--- src/design/immu_consts.svh ---
`ifndef IMMU_CONSTS_SVH
`define IMMU_CONSTS_SVH

// tlb geometry
`define ITLB_ENTRIES 8

// sv39 address widths
`define VADDR_W      64
`define PADDR_W      64
`define VPN_W        27
`define PPN_W        44
`define ASID_W       16
`define PAGE_OFS_W   12
`define SV39_TOP     38

// apb register offsets
`define CSR_PRIV     4'h0
`define CSR_SATP     4'h4
`define CSR_FLUSH    4'h8

`define SATP_BARE    4'h0

`endif
--- src/design/sv39_pkg.sv ---
`default_nettype none

`include "immu_consts.svh"

package sv39_pkg;

    // privilege levels, 2 is reserved
    typedef enum logic [1:0] {
        PRIV_U = 2'd0,
        PRIV_S = 2'd1,
        PRIV_M = 2'd3
    } priv_e;

    // ****************************************
    // cached 4 KiB translation
    // ****************************************
    typedef struct packed {
        logic [`ASID_W-1:0] asid;
        logic [`PPN_W-1:0]  ppn;
        logic               glob;
        logic               user;
        logic               exec;
        logic [`VPN_W-1:0]  vpn;
    } tlb_entry_t;

endpackage

`default_nettype wire

--- src/design/immu_bus_pkg.sv ---
`default_nettype none

`include "immu_consts.svh"

package immu_bus_pkg;

    // from the apb register block
    typedef struct packed {
        sv39_pkg::priv_e    priv;
        logic [3:0]         mode;
        logic [`ASID_W-1:0] asid;
    } mmu_cfg_t;

    // answer of the second-level tlb
    typedef struct packed {
        sv39_pkg::tlb_entry_t entry;
        logic                 err;
    } walk_resp_t;

    // toward the icache
    typedef struct packed {
        logic [`PADDR_W-1:0] paddr;
        logic                err;
    } fetch_resp_t;

    typedef struct packed {
        logic                 hit;
        sv39_pkg::tlb_entry_t entry;
    } lookup_t;

endpackage

`default_nettype wire

--- src/design/immu_top.sv ---
`default_nettype none

`include "immu_consts.svh"

module immu_top (
    input  logic                      clk,
    input  logic                      rst_n,
    input  logic                      flush_flag,
    input  logic                      psel,
    input  logic                      penable,
    input  logic                      pwrite,
    input  logic [3:0]                paddr_apb,
    input  logic [31:0]               pwdata,
    output logic [31:0]               prdata,
    output logic                      pready,
    output logic                      pslverr,
    input  logic                      mmu_fifo_valid,
    output logic                      mmu_fifo_ready,
    input  logic [`VADDR_W-1:0]       vaddr,
    output logic                      paddr_valid,
    input  logic                      paddr_ready,
    output immu_bus_pkg::fetch_resp_t fetch_resp,
    output logic                      immu_miss_valid,
    input  logic                      immu_miss_ready,
    output logic [`VADDR_W-1:0]       miss_vaddr,
    input  logic                      pte_valid,
    input  immu_bus_pkg::walk_resp_t  pte_resp
);

    immu_bus_pkg::mmu_cfg_t   cfg;
    immu_bus_pkg::lookup_t    lookup;
    immu_bus_pkg::walk_resp_t walk_result;
    sv39_pkg::tlb_entry_t     refill_entry;
    logic                     flush;
    logic                     refill_wen;
    logic                     miss_start;
    logic                     fetch_accept;
    logic                     walk_done;

    immu_csr_regs i_immu_csr_regs (
        .clk       (clk),
        .rst_n     (rst_n),
        .psel      (psel),
        .penable   (penable),
        .pwrite    (pwrite),
        .paddr_apb (paddr_apb),
        .pwdata    (pwdata),
        .prdata    (prdata),
        .pready    (pready),
        .pslverr   (pslverr),
        .cfg       (cfg),
        .flush     (flush)
    );

    itlb_array i_itlb_array (
        .clk          (clk),
        .rst_n        (rst_n),
        .flush        (flush),
        .cfg          (cfg),
        .vaddr        (vaddr),
        .refill_wen   (refill_wen),
        .refill_entry (refill_entry),
        .lookup       (lookup)
    );

    ptw_miss_fsm i_ptw_miss_fsm (
        .clk             (clk),
        .rst_n           (rst_n),
        .flush_flag      (flush_flag),
        .miss_start      (miss_start),
        .vaddr           (vaddr),
        .immu_miss_ready (immu_miss_ready),
        .pte_valid       (pte_valid),
        .pte_resp        (pte_resp),
        .fetch_accept    (fetch_accept),
        .immu_miss_valid (immu_miss_valid),
        .miss_vaddr      (miss_vaddr),
        .refill_wen      (refill_wen),
        .refill_entry    (refill_entry),
        .walk_done       (walk_done),
        .walk_result     (walk_result)
    );

    fetch_translate i_fetch_translate (
        .clk            (clk),
        .rst_n          (rst_n),
        .flush_flag     (flush_flag),
        .cfg            (cfg),
        .mmu_fifo_valid (mmu_fifo_valid),
        .vaddr          (vaddr),
        .lookup         (lookup),
        .walk_done      (walk_done),
        .walk_result    (walk_result),
        .paddr_ready    (paddr_ready),
        .mmu_fifo_ready (mmu_fifo_ready),
        .miss_start     (miss_start),
        .fetch_accept   (fetch_accept),
        .paddr_valid    (paddr_valid),
        .fetch_resp     (fetch_resp)
    );

endmodule

`default_nettype wire

--- src/design/fetch_translate.sv ---
`default_nettype none

`include "immu_consts.svh"

module fetch_translate (
    input  logic                      clk,
    input  logic                      rst_n,
    input  logic                      flush_flag,
    input  immu_bus_pkg::mmu_cfg_t    cfg,
    input  logic                      mmu_fifo_valid,
    input  logic [`VADDR_W-1:0]       vaddr,
    input  immu_bus_pkg::lookup_t     lookup,
    input  logic                      walk_done,
    input  immu_bus_pkg::walk_resp_t  walk_result,
    input  logic                      paddr_ready,
    output logic                      mmu_fifo_ready,
    output logic                      miss_start,
    output logic                      fetch_accept,
    output logic                      paddr_valid,
    output immu_bus_pkg::fetch_resp_t fetch_resp
);

    localparam int EXT_W = `VADDR_W - 1 - `SV39_TOP;
    localparam int PAD_W = `PADDR_W - `PPN_W - `PAGE_OFS_W;

    logic                      bypass;
    logic                      canonical;
    logic                      can_go;
    logic                      out_free;
    logic                      miss_pending;
    logic [1:0]                priv_bits;
    sv39_pkg::tlb_entry_t      entry;
    immu_bus_pkg::fetch_resp_t next_resp;

    assign priv_bits = cfg.priv;
    assign bypass    = (cfg.priv == sv39_pkg::PRIV_M) || (cfg.mode == `SATP_BARE);
    assign canonical = (vaddr[`VADDR_W-1:`SV39_TOP+1] == {EXT_W{vaddr[`SV39_TOP]}});

    // walk answer takes precedence over the array
    assign entry = walk_done ? walk_result.entry : lookup.entry;

    assign can_go         = bypass || lookup.hit || !canonical || walk_done;
    assign out_free       = !paddr_valid || paddr_ready;
    assign mmu_fifo_ready = mmu_fifo_valid && can_go && out_free;
    assign fetch_accept   = mmu_fifo_valid && mmu_fifo_ready;
    assign miss_start     = mmu_fifo_valid && !bypass && canonical && !lookup.hit
                            && !walk_done && !miss_pending;

    // ****************************************
    // translation and fault checks
    // ****************************************
    always_comb begin
        if (bypass) begin
            next_resp.paddr = vaddr;
            next_resp.err   = 1'b0;
        end else begin
            next_resp.paddr = {{PAD_W{1'b0}}, entry.ppn, vaddr[`PAGE_OFS_W-1:0]};
            next_resp.err   = !canonical
                              || !entry.exec
                              || (priv_bits[0] == entry.user)
                              || (walk_done && walk_result.err);
        end
    end

    always_ff @(posedge clk or negedge rst_n) begin
        if (!rst_n) begin
            paddr_valid  <= 1'b0;
            miss_pending <= 1'b0;
        end else if (flush_flag) begin
            paddr_valid  <= 1'b0;
            miss_pending <= 1'b0;
        end else begin
            if (out_free) begin
                paddr_valid <= fetch_accept;
            end
            // mirrors the sequencer being busy
            if (fetch_accept) begin
                miss_pending <= 1'b0;
            end else if (miss_start) begin
                miss_pending <= 1'b1;
            end
        end
    end

    always_ff @(posedge clk) begin
        if (fetch_accept) begin
            fetch_resp <= next_resp;
        end
    end

endmodule

`default_nettype wire

--- src/design/ptw_miss_fsm.sv ---
`default_nettype none

`include "immu_consts.svh"

module ptw_miss_fsm (
    input  logic                     clk,
    input  logic                     rst_n,
    input  logic                     flush_flag,
    input  logic                     miss_start,
    input  logic [`VADDR_W-1:0]      vaddr,
    input  logic                     immu_miss_ready,
    input  logic                     pte_valid,
    input  immu_bus_pkg::walk_resp_t pte_resp,
    input  logic                     fetch_accept,
    output logic                     immu_miss_valid,
    output logic [`VADDR_W-1:0]      miss_vaddr,
    output logic                     refill_wen,
    output sv39_pkg::tlb_entry_t     refill_entry,
    output logic                     walk_done,
    output immu_bus_pkg::walk_resp_t walk_result
);

    typedef enum logic [1:0] {
        ST_IDLE = 2'd0,
        ST_REQ  = 2'd1,
        ST_WAIT = 2'd2,
        ST_DONE = 2'd3
    } state_e;

    state_e state;
    logic   resp_fire;

    assign resp_fire       = (state == ST_WAIT) && pte_valid;
    assign immu_miss_valid = (state == ST_REQ);
    assign walk_done       = (state == ST_DONE);

    // faulting walks are never cached
    assign refill_wen   = resp_fire && !pte_resp.err;
    assign refill_entry = pte_resp.entry;

    always_ff @(posedge clk or negedge rst_n) begin
        if (!rst_n) begin
            state <= ST_IDLE;
        end else if (flush_flag) begin
            state <= ST_IDLE;
        end else begin
            case (state)
                ST_IDLE: begin
                    if (miss_start) begin
                        state <= ST_REQ;
                    end
                end
                ST_REQ: begin
                    if (immu_miss_ready) begin
                        state <= ST_WAIT;
                    end
                end
                ST_WAIT: begin
                    if (pte_valid) begin
                        state <= ST_DONE;
                    end
                end
                default: begin
                    // done, held until the fetch leaves
                    if (fetch_accept) begin
                        state <= ST_IDLE;
                    end
                end
            endcase
        end
    end

    always_ff @(posedge clk) begin
        if (miss_start && (state == ST_IDLE)) begin
            miss_vaddr <= vaddr;
        end
        if (resp_fire) begin
            walk_result <= pte_resp;
        end
    end

endmodule

`default_nettype wire

--- src/design/itlb_array.sv ---
`default_nettype none

`include "immu_consts.svh"

module itlb_array (
    input  logic                   clk,
    input  logic                   rst_n,
    input  logic                   flush,
    input  immu_bus_pkg::mmu_cfg_t cfg,
    input  logic [`VADDR_W-1:0]    vaddr,
    input  logic                   refill_wen,
    input  sv39_pkg::tlb_entry_t   refill_entry,
    output immu_bus_pkg::lookup_t  lookup
);

    localparam int PTR_W = $clog2(`ITLB_ENTRIES);

    sv39_pkg::tlb_entry_t     entries [`ITLB_ENTRIES];
    logic [`ITLB_ENTRIES-1:0] valid;
    logic [`ITLB_ENTRIES-1:0] hit_vec;
    logic [PTR_W-1:0]         victim;
    logic [`VPN_W-1:0]        vpn;

    assign vpn = vaddr[`SV39_TOP:`PAGE_OFS_W];

    // ****************************************
    // parallel match
    // ****************************************
    always_comb begin
        for (int i = 0; i < `ITLB_ENTRIES; i++) begin
            hit_vec[i] = valid[i]
                && (entries[i].vpn == vpn)
                && (entries[i].glob || (entries[i].asid == cfg.asid));
        end
    end

    // one-hot or-mux, at most one entry matches
    always_comb begin
        lookup.hit   = |hit_vec;
        lookup.entry = '0;
        for (int i = 0; i < `ITLB_ENTRIES; i++) begin
            if (hit_vec[i]) begin
                lookup.entry = lookup.entry | entries[i];
            end
        end
    end

    // ****************************************
    // refill and round-robin victim
    // ****************************************
    always_ff @(posedge clk) begin
        if (refill_wen) begin
            entries[victim] <= refill_entry;
        end
    end

    always_ff @(posedge clk or negedge rst_n) begin
        if (!rst_n) begin
            valid  <= '0;
            victim <= '0;
        end else begin
            if (flush) begin
                valid <= '0;
            end else if (refill_wen) begin
                valid[victim] <= 1'b1;
            end
            // pointer survives a flush
            if (refill_wen) begin
                if (victim == PTR_W'(`ITLB_ENTRIES - 1)) begin
                    victim <= '0;
                end else begin
                    victim <= victim + 1'b1;
                end
            end
        end
    end

endmodule

`default_nettype wire

--- src/design/immu_csr_regs.sv ---
`default_nettype none

`include "immu_consts.svh"

module immu_csr_regs (
    input  logic                   clk,
    input  logic                   rst_n,
    input  logic                   psel,
    input  logic                   penable,
    input  logic                   pwrite,
    input  logic [3:0]             paddr_apb,
    input  logic [31:0]            pwdata,
    output logic [31:0]            prdata,
    output logic                   pready,
    output logic                   pslverr,
    output immu_bus_pkg::mmu_cfg_t cfg,
    output logic                   flush
);

    logic access;
    logic wr_en;
    logic bad_addr;

    assign access  = psel & penable;
    assign wr_en   = access & pwrite;
    assign pready  = 1'b1;
    assign pslverr = access & bad_addr;

    // readback, satp keeps mode in the top nibble
    always_comb begin
        bad_addr = 1'b0;
        prdata   = '0;
        case (paddr_apb)
            `CSR_PRIV: prdata = {30'd0, cfg.priv};
            `CSR_SATP: prdata = {cfg.mode, 12'd0, cfg.asid};
            `CSR_FLUSH: prdata = '0;
            default: bad_addr = 1'b1;
        endcase
    end

    always_ff @(posedge clk or negedge rst_n) begin
        if (!rst_n) begin
            cfg   <= '0;
            flush <= 1'b0;
        end else begin
            // single-cycle pulse after the access phase
            flush <= wr_en && (paddr_apb == `CSR_FLUSH);
            if (wr_en && (paddr_apb == `CSR_PRIV)) begin
                cfg.priv <= sv39_pkg::priv_e'(pwdata[1:0]);
            end
            if (wr_en && (paddr_apb == `CSR_SATP)) begin
                cfg.mode <= pwdata[31:28];
                cfg.asid <= pwdata[`ASID_W-1:0];
            end
        end
    end

endmodule

`default_nettype wire

--- config.mk ---
export PLATFORM = sky130hd
export DESIGN_NAME = immu_top
export DESIGN_NICKNAME = d
export VERILOG_FILES = /design/src/design/sv39_pkg.sv /design/src/design/immu_bus_pkg.sv /design/src/design/immu_top.sv /design/src/design/fetch_translate.sv /design/src/design/ptw_miss_fsm.sv /design/src/design/itlb_array.sv /design/src/design/immu_csr_regs.sv
export VERILOG_INCLUDE_DIRS = /design/src /design/src/design
export SDC_FILE = /design/constraint.sdc
export NUM_CORES = 1
export LEC_CHECK = 0
export BUFFER_PORTS_ARGS = -buffer_cell sky130_fd_sc_hd__buf_2
export CORE_MARGIN = 4
export CORE_UTILIZATION = 46
export DETAILED_ROUTE_END_ITERATION = 10
export PLACE_DENSITY = 0.76
export REMOVE_ABC_BUFFERS = 1
export SLEW_MARGIN = 20
export SYNTH_ARGS = -nofsm -noshare
export SYNTH_HDL_FRONTEND = slang
export SYNTH_SLANG_ARGS = --single-unit
--- constraint.sdc ---
create_clock -name clk -period 14 [get_ports clk]
set_clock_uncertainty 0.05 [all_clocks]
set_input_delay 4.2 -clock clk [delete_from_list [all_inputs] [get_ports clk]]
set_output_delay 4.2 -clock clk [all_outputs]
set_load 0.1 [all_outputs]
== Word level (Yosys, flattened, before mapping) ==
Memory sizes are Yosys's and may differ from the RTL's.
Cells that the tools add are included.

* $add $sub $neg: 1
* Magnitude comparators: 2
* Equality and inequality tests: 28
* Multiplexer cells: 30
* Bitwise operators: 11
* Reduce and logical (&&, ||, !) cells: 66

{| class="wikitable"
|+ Operators by type and width
! cell !! count
|-
| 2-to-1 mux 74 bit || 9
|-
| OR 74 bit || 7
|-
| equality test 27 bit || 8
|-
| equality test 16 bit || 8
|-
| case mux 32 bit (2 select lines) || 1
|-
| 2-to-1 mux 57 bit || 1
|-
| logical AND 1 bit || 32
|-
| equality test 25 bit || 1
|-
| logical OR 1 bit || 16
|-
| 2-to-1 mux 8 bit || 2
|-
| 2-to-1 mux 2 bit || 5
|-
| 2-to-1 mux 1 bit || 9
|-
| logical NOT 1 bit || 8
|-
| logical NOT 4 bit || 2
|-
| OR 8 bit || 1
|-
| OR reduction 8 bit || 1
|-
| equality test 2 bit, second input constant || 3
|-
| != test 3 x 2 -> 1 bit, second input constant || 2
|-
| case mux 2 bit (3 select lines) || 1
|-
| nonzero test 5 bit || 1
|-
| equality test 4 x 3 -> 1 bit, second input constant || 1
|-
| equality test 4 bit, second input constant || 1
|-
| less-than comparator 3 x 4 -> 1 bit, second input constant || 1
|-
| AND reduction 4 bit || 1
|-
| other kinds (13) || 16
|}

* Flip-flop bits (word level): 242
* RAM bits: 720
* Bits of input ports: 201
* Output and inout bits: 166
* Logic and storage cells: 158
* Memories: 1

{| class="wikitable"
|+ Memory list
! name !! words !! width !! read ports !! clocked after Yosys merged registers in !! wr ports !! RTL line !! RTL
|-
| i_itlb_array.entries || 8 || 90 || 8 || 0 || 1 || itlb_array.sv:18 || <nowiki>sv39_pkg::tlb_entry_t entries [`ITLB_ENTRIES];</nowiki>
|}

== Depth between registers and ports, before layout ==
An unclocked memory read counts as a cell.

* Word-level depth: 25
* Depth in mapped cells: 12
* Depth with buffers taken out: 9

== Hierarchy ==
A second synthesis with hierarchy kept.

* Cell total of the unflattened synthesis: 3857
* Area total of the unflattened synthesis: 47534.3 um^2

{| class="wikitable"
|+ By module, submodules not included
! module !! instances !! cells each !! area each (um^2) !! seq. area each (um^2)
|-
| itlb_array || 1 || 3225 || 37487.2 || 21896.0
|-
| ptw_miss_fsm || 1 || 268 || 5542.8 || 4704.5
|-
| fetch_translate || 1 || 269 || 3250.6 || 2001.9
|-
| immu_csr_regs || 1 || 95 || 1253.7 || 575.6
|}

== Worst setup path before layout ==
OpenSTA, ideal clock, no wires.

* Path type: input to register
* From: input pte_valid
* To: memory i_itlb_array.entries[0][0] (netlist name) (enable)
* Library setup time: 763 ps
* Arrival time: 14245 ps
* Required time: 13187 ps
* Setup slack: -1058 ps
* Stages on the path: 4
* Buffers on the path: 1
* Path through: and2_1 > nand2b_1 > clkbuf_1 > nor4_1

* Cells in the longest elaborated chain, start to end: 4

{| class="wikitable"
|+ RTL lines
! what !! RTL line !! RTL
|-
| start: declaration || immu_top.sv:26 || <nowiki>input logic pte_valid,</nowiki>
|-
| logical AND 1 bit || ptw_miss_fsm.sv:33 || <nowiki>assign resp_fire = (state == ST_WAIT) && pte_valid;</nowiki>
|-
| logical AND 1 bit || ptw_miss_fsm.sv:38 || <nowiki>assign refill_wen = resp_fire && !pte_resp.err;</nowiki>
|-
| 2-to-1 mux 1 bit || itlb_array.sv:52 || <nowiki>if (refill_wen) begin</nowiki>
|-
| 2-to-1 mux 1 bit (not written as such) || itlb_array.sv:53 || <nowiki>entries[victim] <= refill_entry;</nowiki>
|-
| end: declaration || itlb_array.sv:18 ||
|}

No other way between the ends.

== Worst setup path after layout ==
* From: input vaddr[38]
* To: output mmu_fifo_ready

* Cells in the longest elaborated chain, start to end: 9
* Elaborated cells between the ends (all ways): 32
* Classes of those cells: 9 x eq/ne; 23 x reduce/logical

{| class="wikitable"
|+ RTL lines
! what !! RTL line !! RTL
|-
| start: declaration || immu_top.sv:19 || <nowiki>input logic [`VADDR_W-1:0] vaddr,</nowiki>
|-
| equality test 27 bit || itlb_array.sv:32 || <nowiki>&& (entries[i].vpn == vpn)</nowiki>
|-
| logical AND 1 bit || itlb_array.sv:32 ||
|-
| logical AND 1 bit || itlb_array.sv:33 || <nowiki>&& (entries[i].glob || (entries[i].asid == cfg.asid));</nowiki>
|-
| OR reduction 8 bit || itlb_array.sv:39 || <nowiki>lookup.hit = |hit_vec;</nowiki>
|-
| logical OR 1 bit || fetch_translate.sv:42 || <nowiki>assign can_go = bypass || lookup.hit || !canonical || walk_done;</nowiki>
|-
| logical OR 1 bit * (2 in series) || fetch_translate.sv:42 ||
|-
| logical AND 1 bit * (2 in series) || fetch_translate.sv:44 || <nowiki>assign mmu_fifo_ready = mmu_fifo_valid && can_go && out_free;</nowiki>
|-
| end: declaration || immu_top.sv:18 || <nowiki>output logic mmu_fifo_ready,</nowiki>
|}

Mark *: on every way between the ends. The rest lies on a longest branch, timed or not.

==> metrics.cfg <==
[synthesis]
ys_seq_area_share_pct=76.3
synth_compound_area_share_pct=6.91
synth_xor_xnor_area_share_pct=8.25
ys.flop_type=edfxtp_1
synth_mux_area_share_pct=0.679
synth_edf_count=896
syn-cell-area_um2=36500
yosysWarnings=0
syn_avg_cell_area_um2=17.0
synth_cell_types=59
synth_top_family_by_area=XOR/XNOR gates
synth_adder_area_share_pct=0.206
async_flop_share_pct=4.07
synthCells=2145
synthSimpleGateAreaFrac_pct=5.92
synth-seq-cells=934

[final_layout]
fill_cells=6139
nets=2716
area_growth_pct=16.7
layout-drive-gt1-share_pct=22.1
final_area_um2=42600

[detailed_routing]
drt-initial-drc-count=2512
routedWlPerCell_um=28.2
viasPerCell=5.87
vias=21500
drt-total-wl_um=103000
first_pass_iters=6
post-route-drc-count=0
postRouteAntennaNets=0

[pwr]
pwr-share-seq_pct=50.8
switching_power_mw=1.46
power.leakage_nw=14.3
power_frac_comb_pct=7.5
p_int_mw=4.72
power_density_nw_per_um2=145
totalPowerFinal_mw=6.18
clkPwrFrac_pct=41.7
swShare_pct=23.6
peakVddDrop_mv=0.0977

[sta]
tns_ns=0
finalHoldViolCount=0
grt_setup_unrepaired=false
tightest_slew_ns=1.09
fin_crit_ns=11.55
fmax_ghz=0.0866
slew_violations=0
max_slew_margin_pct=27.2
setup_viol_count_final=0
finalCritPeriodShare_pct=82.5

[die]
start_util_pct=46.3
die_height_um=290
pin_count=367
core_um2=78900
rows=103
die_w_um=290
die_area_um2=83900

[min_path]
hold_path_class=reg2reg

[setup_path]
required_ns=9.75
max_stage_delay_ns=0.71
worstPathCellList=buf_2, buf_4, nand4_1, or3_1, a222oi_1, buf_4, o311ai_1, a2111oi_4, a21oi_2, buf_2
arrival_ns=7.30
path_max_fanout=16
endpoint_kind=output pin
crit_type=in2out
cp_slowest_cell=a2111oi_4
crit_path_start_kind=input pin

[placement]
routabilityCongestion=0.942
dpl_cell_area_um2=39400
numPortBuffers=341
dpl.hpwl_um=62500

[grt]
antenna_found_initial=19
grt_pass1_wl_um=144000
grt.total_usage_pct=23.9
grt_overflow=0
grt_max_degree=66
grt_pass1_vias=21100

[cts]
clockBufferDepth=3
h-tree-depth=3
cts_sinks=934
insertion_delay_ns=0.66
postCtsSetupBuffers=0
numCtsBuffers=95
clk_pin_slew_ns=0.06
cts_tree=built
holdBufCountCts=0
cts_root_buf=clkbuf_16
ctsResizeCount=0

[status]
status=completed

[run]
drv_cap=0

-- critical path: cells and delay by family --
family | cells | cell delay (ns)
buffers and inverters | 4 | 1.05
AOI/OAI and AO/OA | 4 | 1.45
and+or+nand+nor | 2 | 0.56
-- layout make-up --
cell class | count | area [um2] | area share, %
flip-flops and latches | 934 | 27900 | 65.4
multi-input cells | 1092 | 8180 | 19.2
clock buffers | 116 | 2560 | 6.01
repair buffers | 377 | 2000 | 4.69
well taps | 1050 | 1310 | 3.08
clock inverters | 58 | 634 | 1.49
diodes | 17 | 42.5 | 0.0998
inverters | 9 | 35.0 | 0.0822
-- state kept, by name, summed over array words and instances, names as in the netlist, 2 cells and up --
signal and cells:
i_ptw_miss_fsm.miss_vaddr 64, i_ptw_miss_fsm.walk_result 47, i_itlb_array.valid 8, i_immu_csr_regs.cfg 22, i_itlb_array.victim 3, i_ptw_miss_fsm.state 2
i_itlb_array.entries 720, i_fetch_translate.fetch_resp 65
-- final timing paths --
path                                   startpoint                             to  slack, ns  cells past startpoint
setup / recovery                        vaddr[38]                 mmu_fifo_ready       2.45                     10
hold / removal              i_itlb_array.valid[0]          i_itlb_array.valid[0]       0.49                      1
setup reg to reg           i_immu_csr_regs.cfg[3]  i_ptw_miss_fsm.miss_vaddr[38]       9.01                      9
hold reg to reg             i_itlb_array.valid[0]          i_itlb_array.valid[0]       0.49                      1
max in group asynchronous                   rst_n          i_itlb_array.valid[7]       9.76                      2
min in group asynchronous                   rst_n          i_itlb_array.valid[1]       3.65                      2
-- placed cells by master, fill, tap and decap left out, types with 7 or more instances in the layout --
cell type / n
conb_1: 13
inv_1: 8
clkbuf_16: 98
and2_1: 26
clkbuf_1: 14
diode_2: 17
edfxtp_1: 896
buf_2: 341
nand2_1: 62
dfrtp_1: 38
nand2b_1: 7
a22o_1: 47
nor2_1: 63
a22oi_1: 92
buf_4: 35
nand3_1: 14
a41o_1: 50
clkinv_1: 18
nor4_1: 55
nor3_1: 15
bufinv_16: 12
nand4_1: 106
o21ai_0: 42
xor2_1: 146
clkinv_2: 21
xnor2_1: 198
a221oi_1: 45
mux2_2: 22
-- cells in the mapped netlist (3+ instances only) --
cell type  count  area [um2]
a21o_1         3        22.5
a21oi_1        5        25.0
a221oi_1      45         394
a222oi_1       3        30.0
a22o_1        47         412
a22oi_1       92         691
a31oi_1        4        25.0
a41o_1        50         500
and2_1        27         169
and3_1         8        50.1
and4_1         3        26.3
buf_2         49         245
buf_4         13        97.6
clkbuf_1      57         214
dfrtp_1       38         951
edfxtp_1     896       26900
ha_1           6        75.1
inv_1          8        30.0
mux2_2        22         248
nand2_1       62         233
nand2b_1       7        43.8
nand3_1       14        70.1
nand4_1      106         663
nand4b_1       4        35.0
nand4bb_1      3        33.8
nor2_1        66         248
nor3_1        20         100
nor4_1        56         350
nor4b_1        3        26.3
o21ai_0       42         210
o21ai_1        5        25.0
o21ba_2        3        30.0
or3_1          3        18.8
or4_1          5        37.5
xnor2_1      198        1730
xor2_1       146        1280
-- layer usage --
metal	up-vias	track usage, %	part of all wire (%)
met1	10800	31.4	38
met4	14	8.07	3.2
li1	9204	-	-
met5	-	0	0.099
met3	228	5.04	9.9
met2	1192	39.8	49
-- cells by family (layout without fill, tap and decap cells) --
group                      Yosys count  after routing
DFF                                934            934
AOI/OAI and AO/OA                  314            314
buffers and inverters              130            560
xor gates and xnor gates           344            344
and+or+nand+nor                    393            393
muxes                               22             22
other                                2             30
adders and majority gates            6              6
-- stage by stage --
stage | hold slack (ns) | util [%] | setup WS, ns | cells
final | 0.487 | 54.0 | 2.45 | 3653
after CTS | 0.494 | 53.9 | 2.48 | 3635
after global routing | 0.513 | 54.0 | 2.29 | 3639
after floorplan | 0.438 | - | -1.26 | 2035
after detailed placement | 0.471 | 49.9 | 2.49 | 3461
after global placement | 0.468 | 49.9 | 2.51 | 3461
-- power by group through the flow --
stage	clock, mW	combinational (mW)	sequential, mW
2_1_floorplan	0	0.153	3.33
3_3_place_gp	0	0.450	3.20
3_5_place_dp	0	0.459	3.20
4_1_cts	2.61	0.461	3.14
5_1_grt	2.73	0.486	3.14
6_report	2.58	0.464	3.14
(Power assumes the default switching activity.)
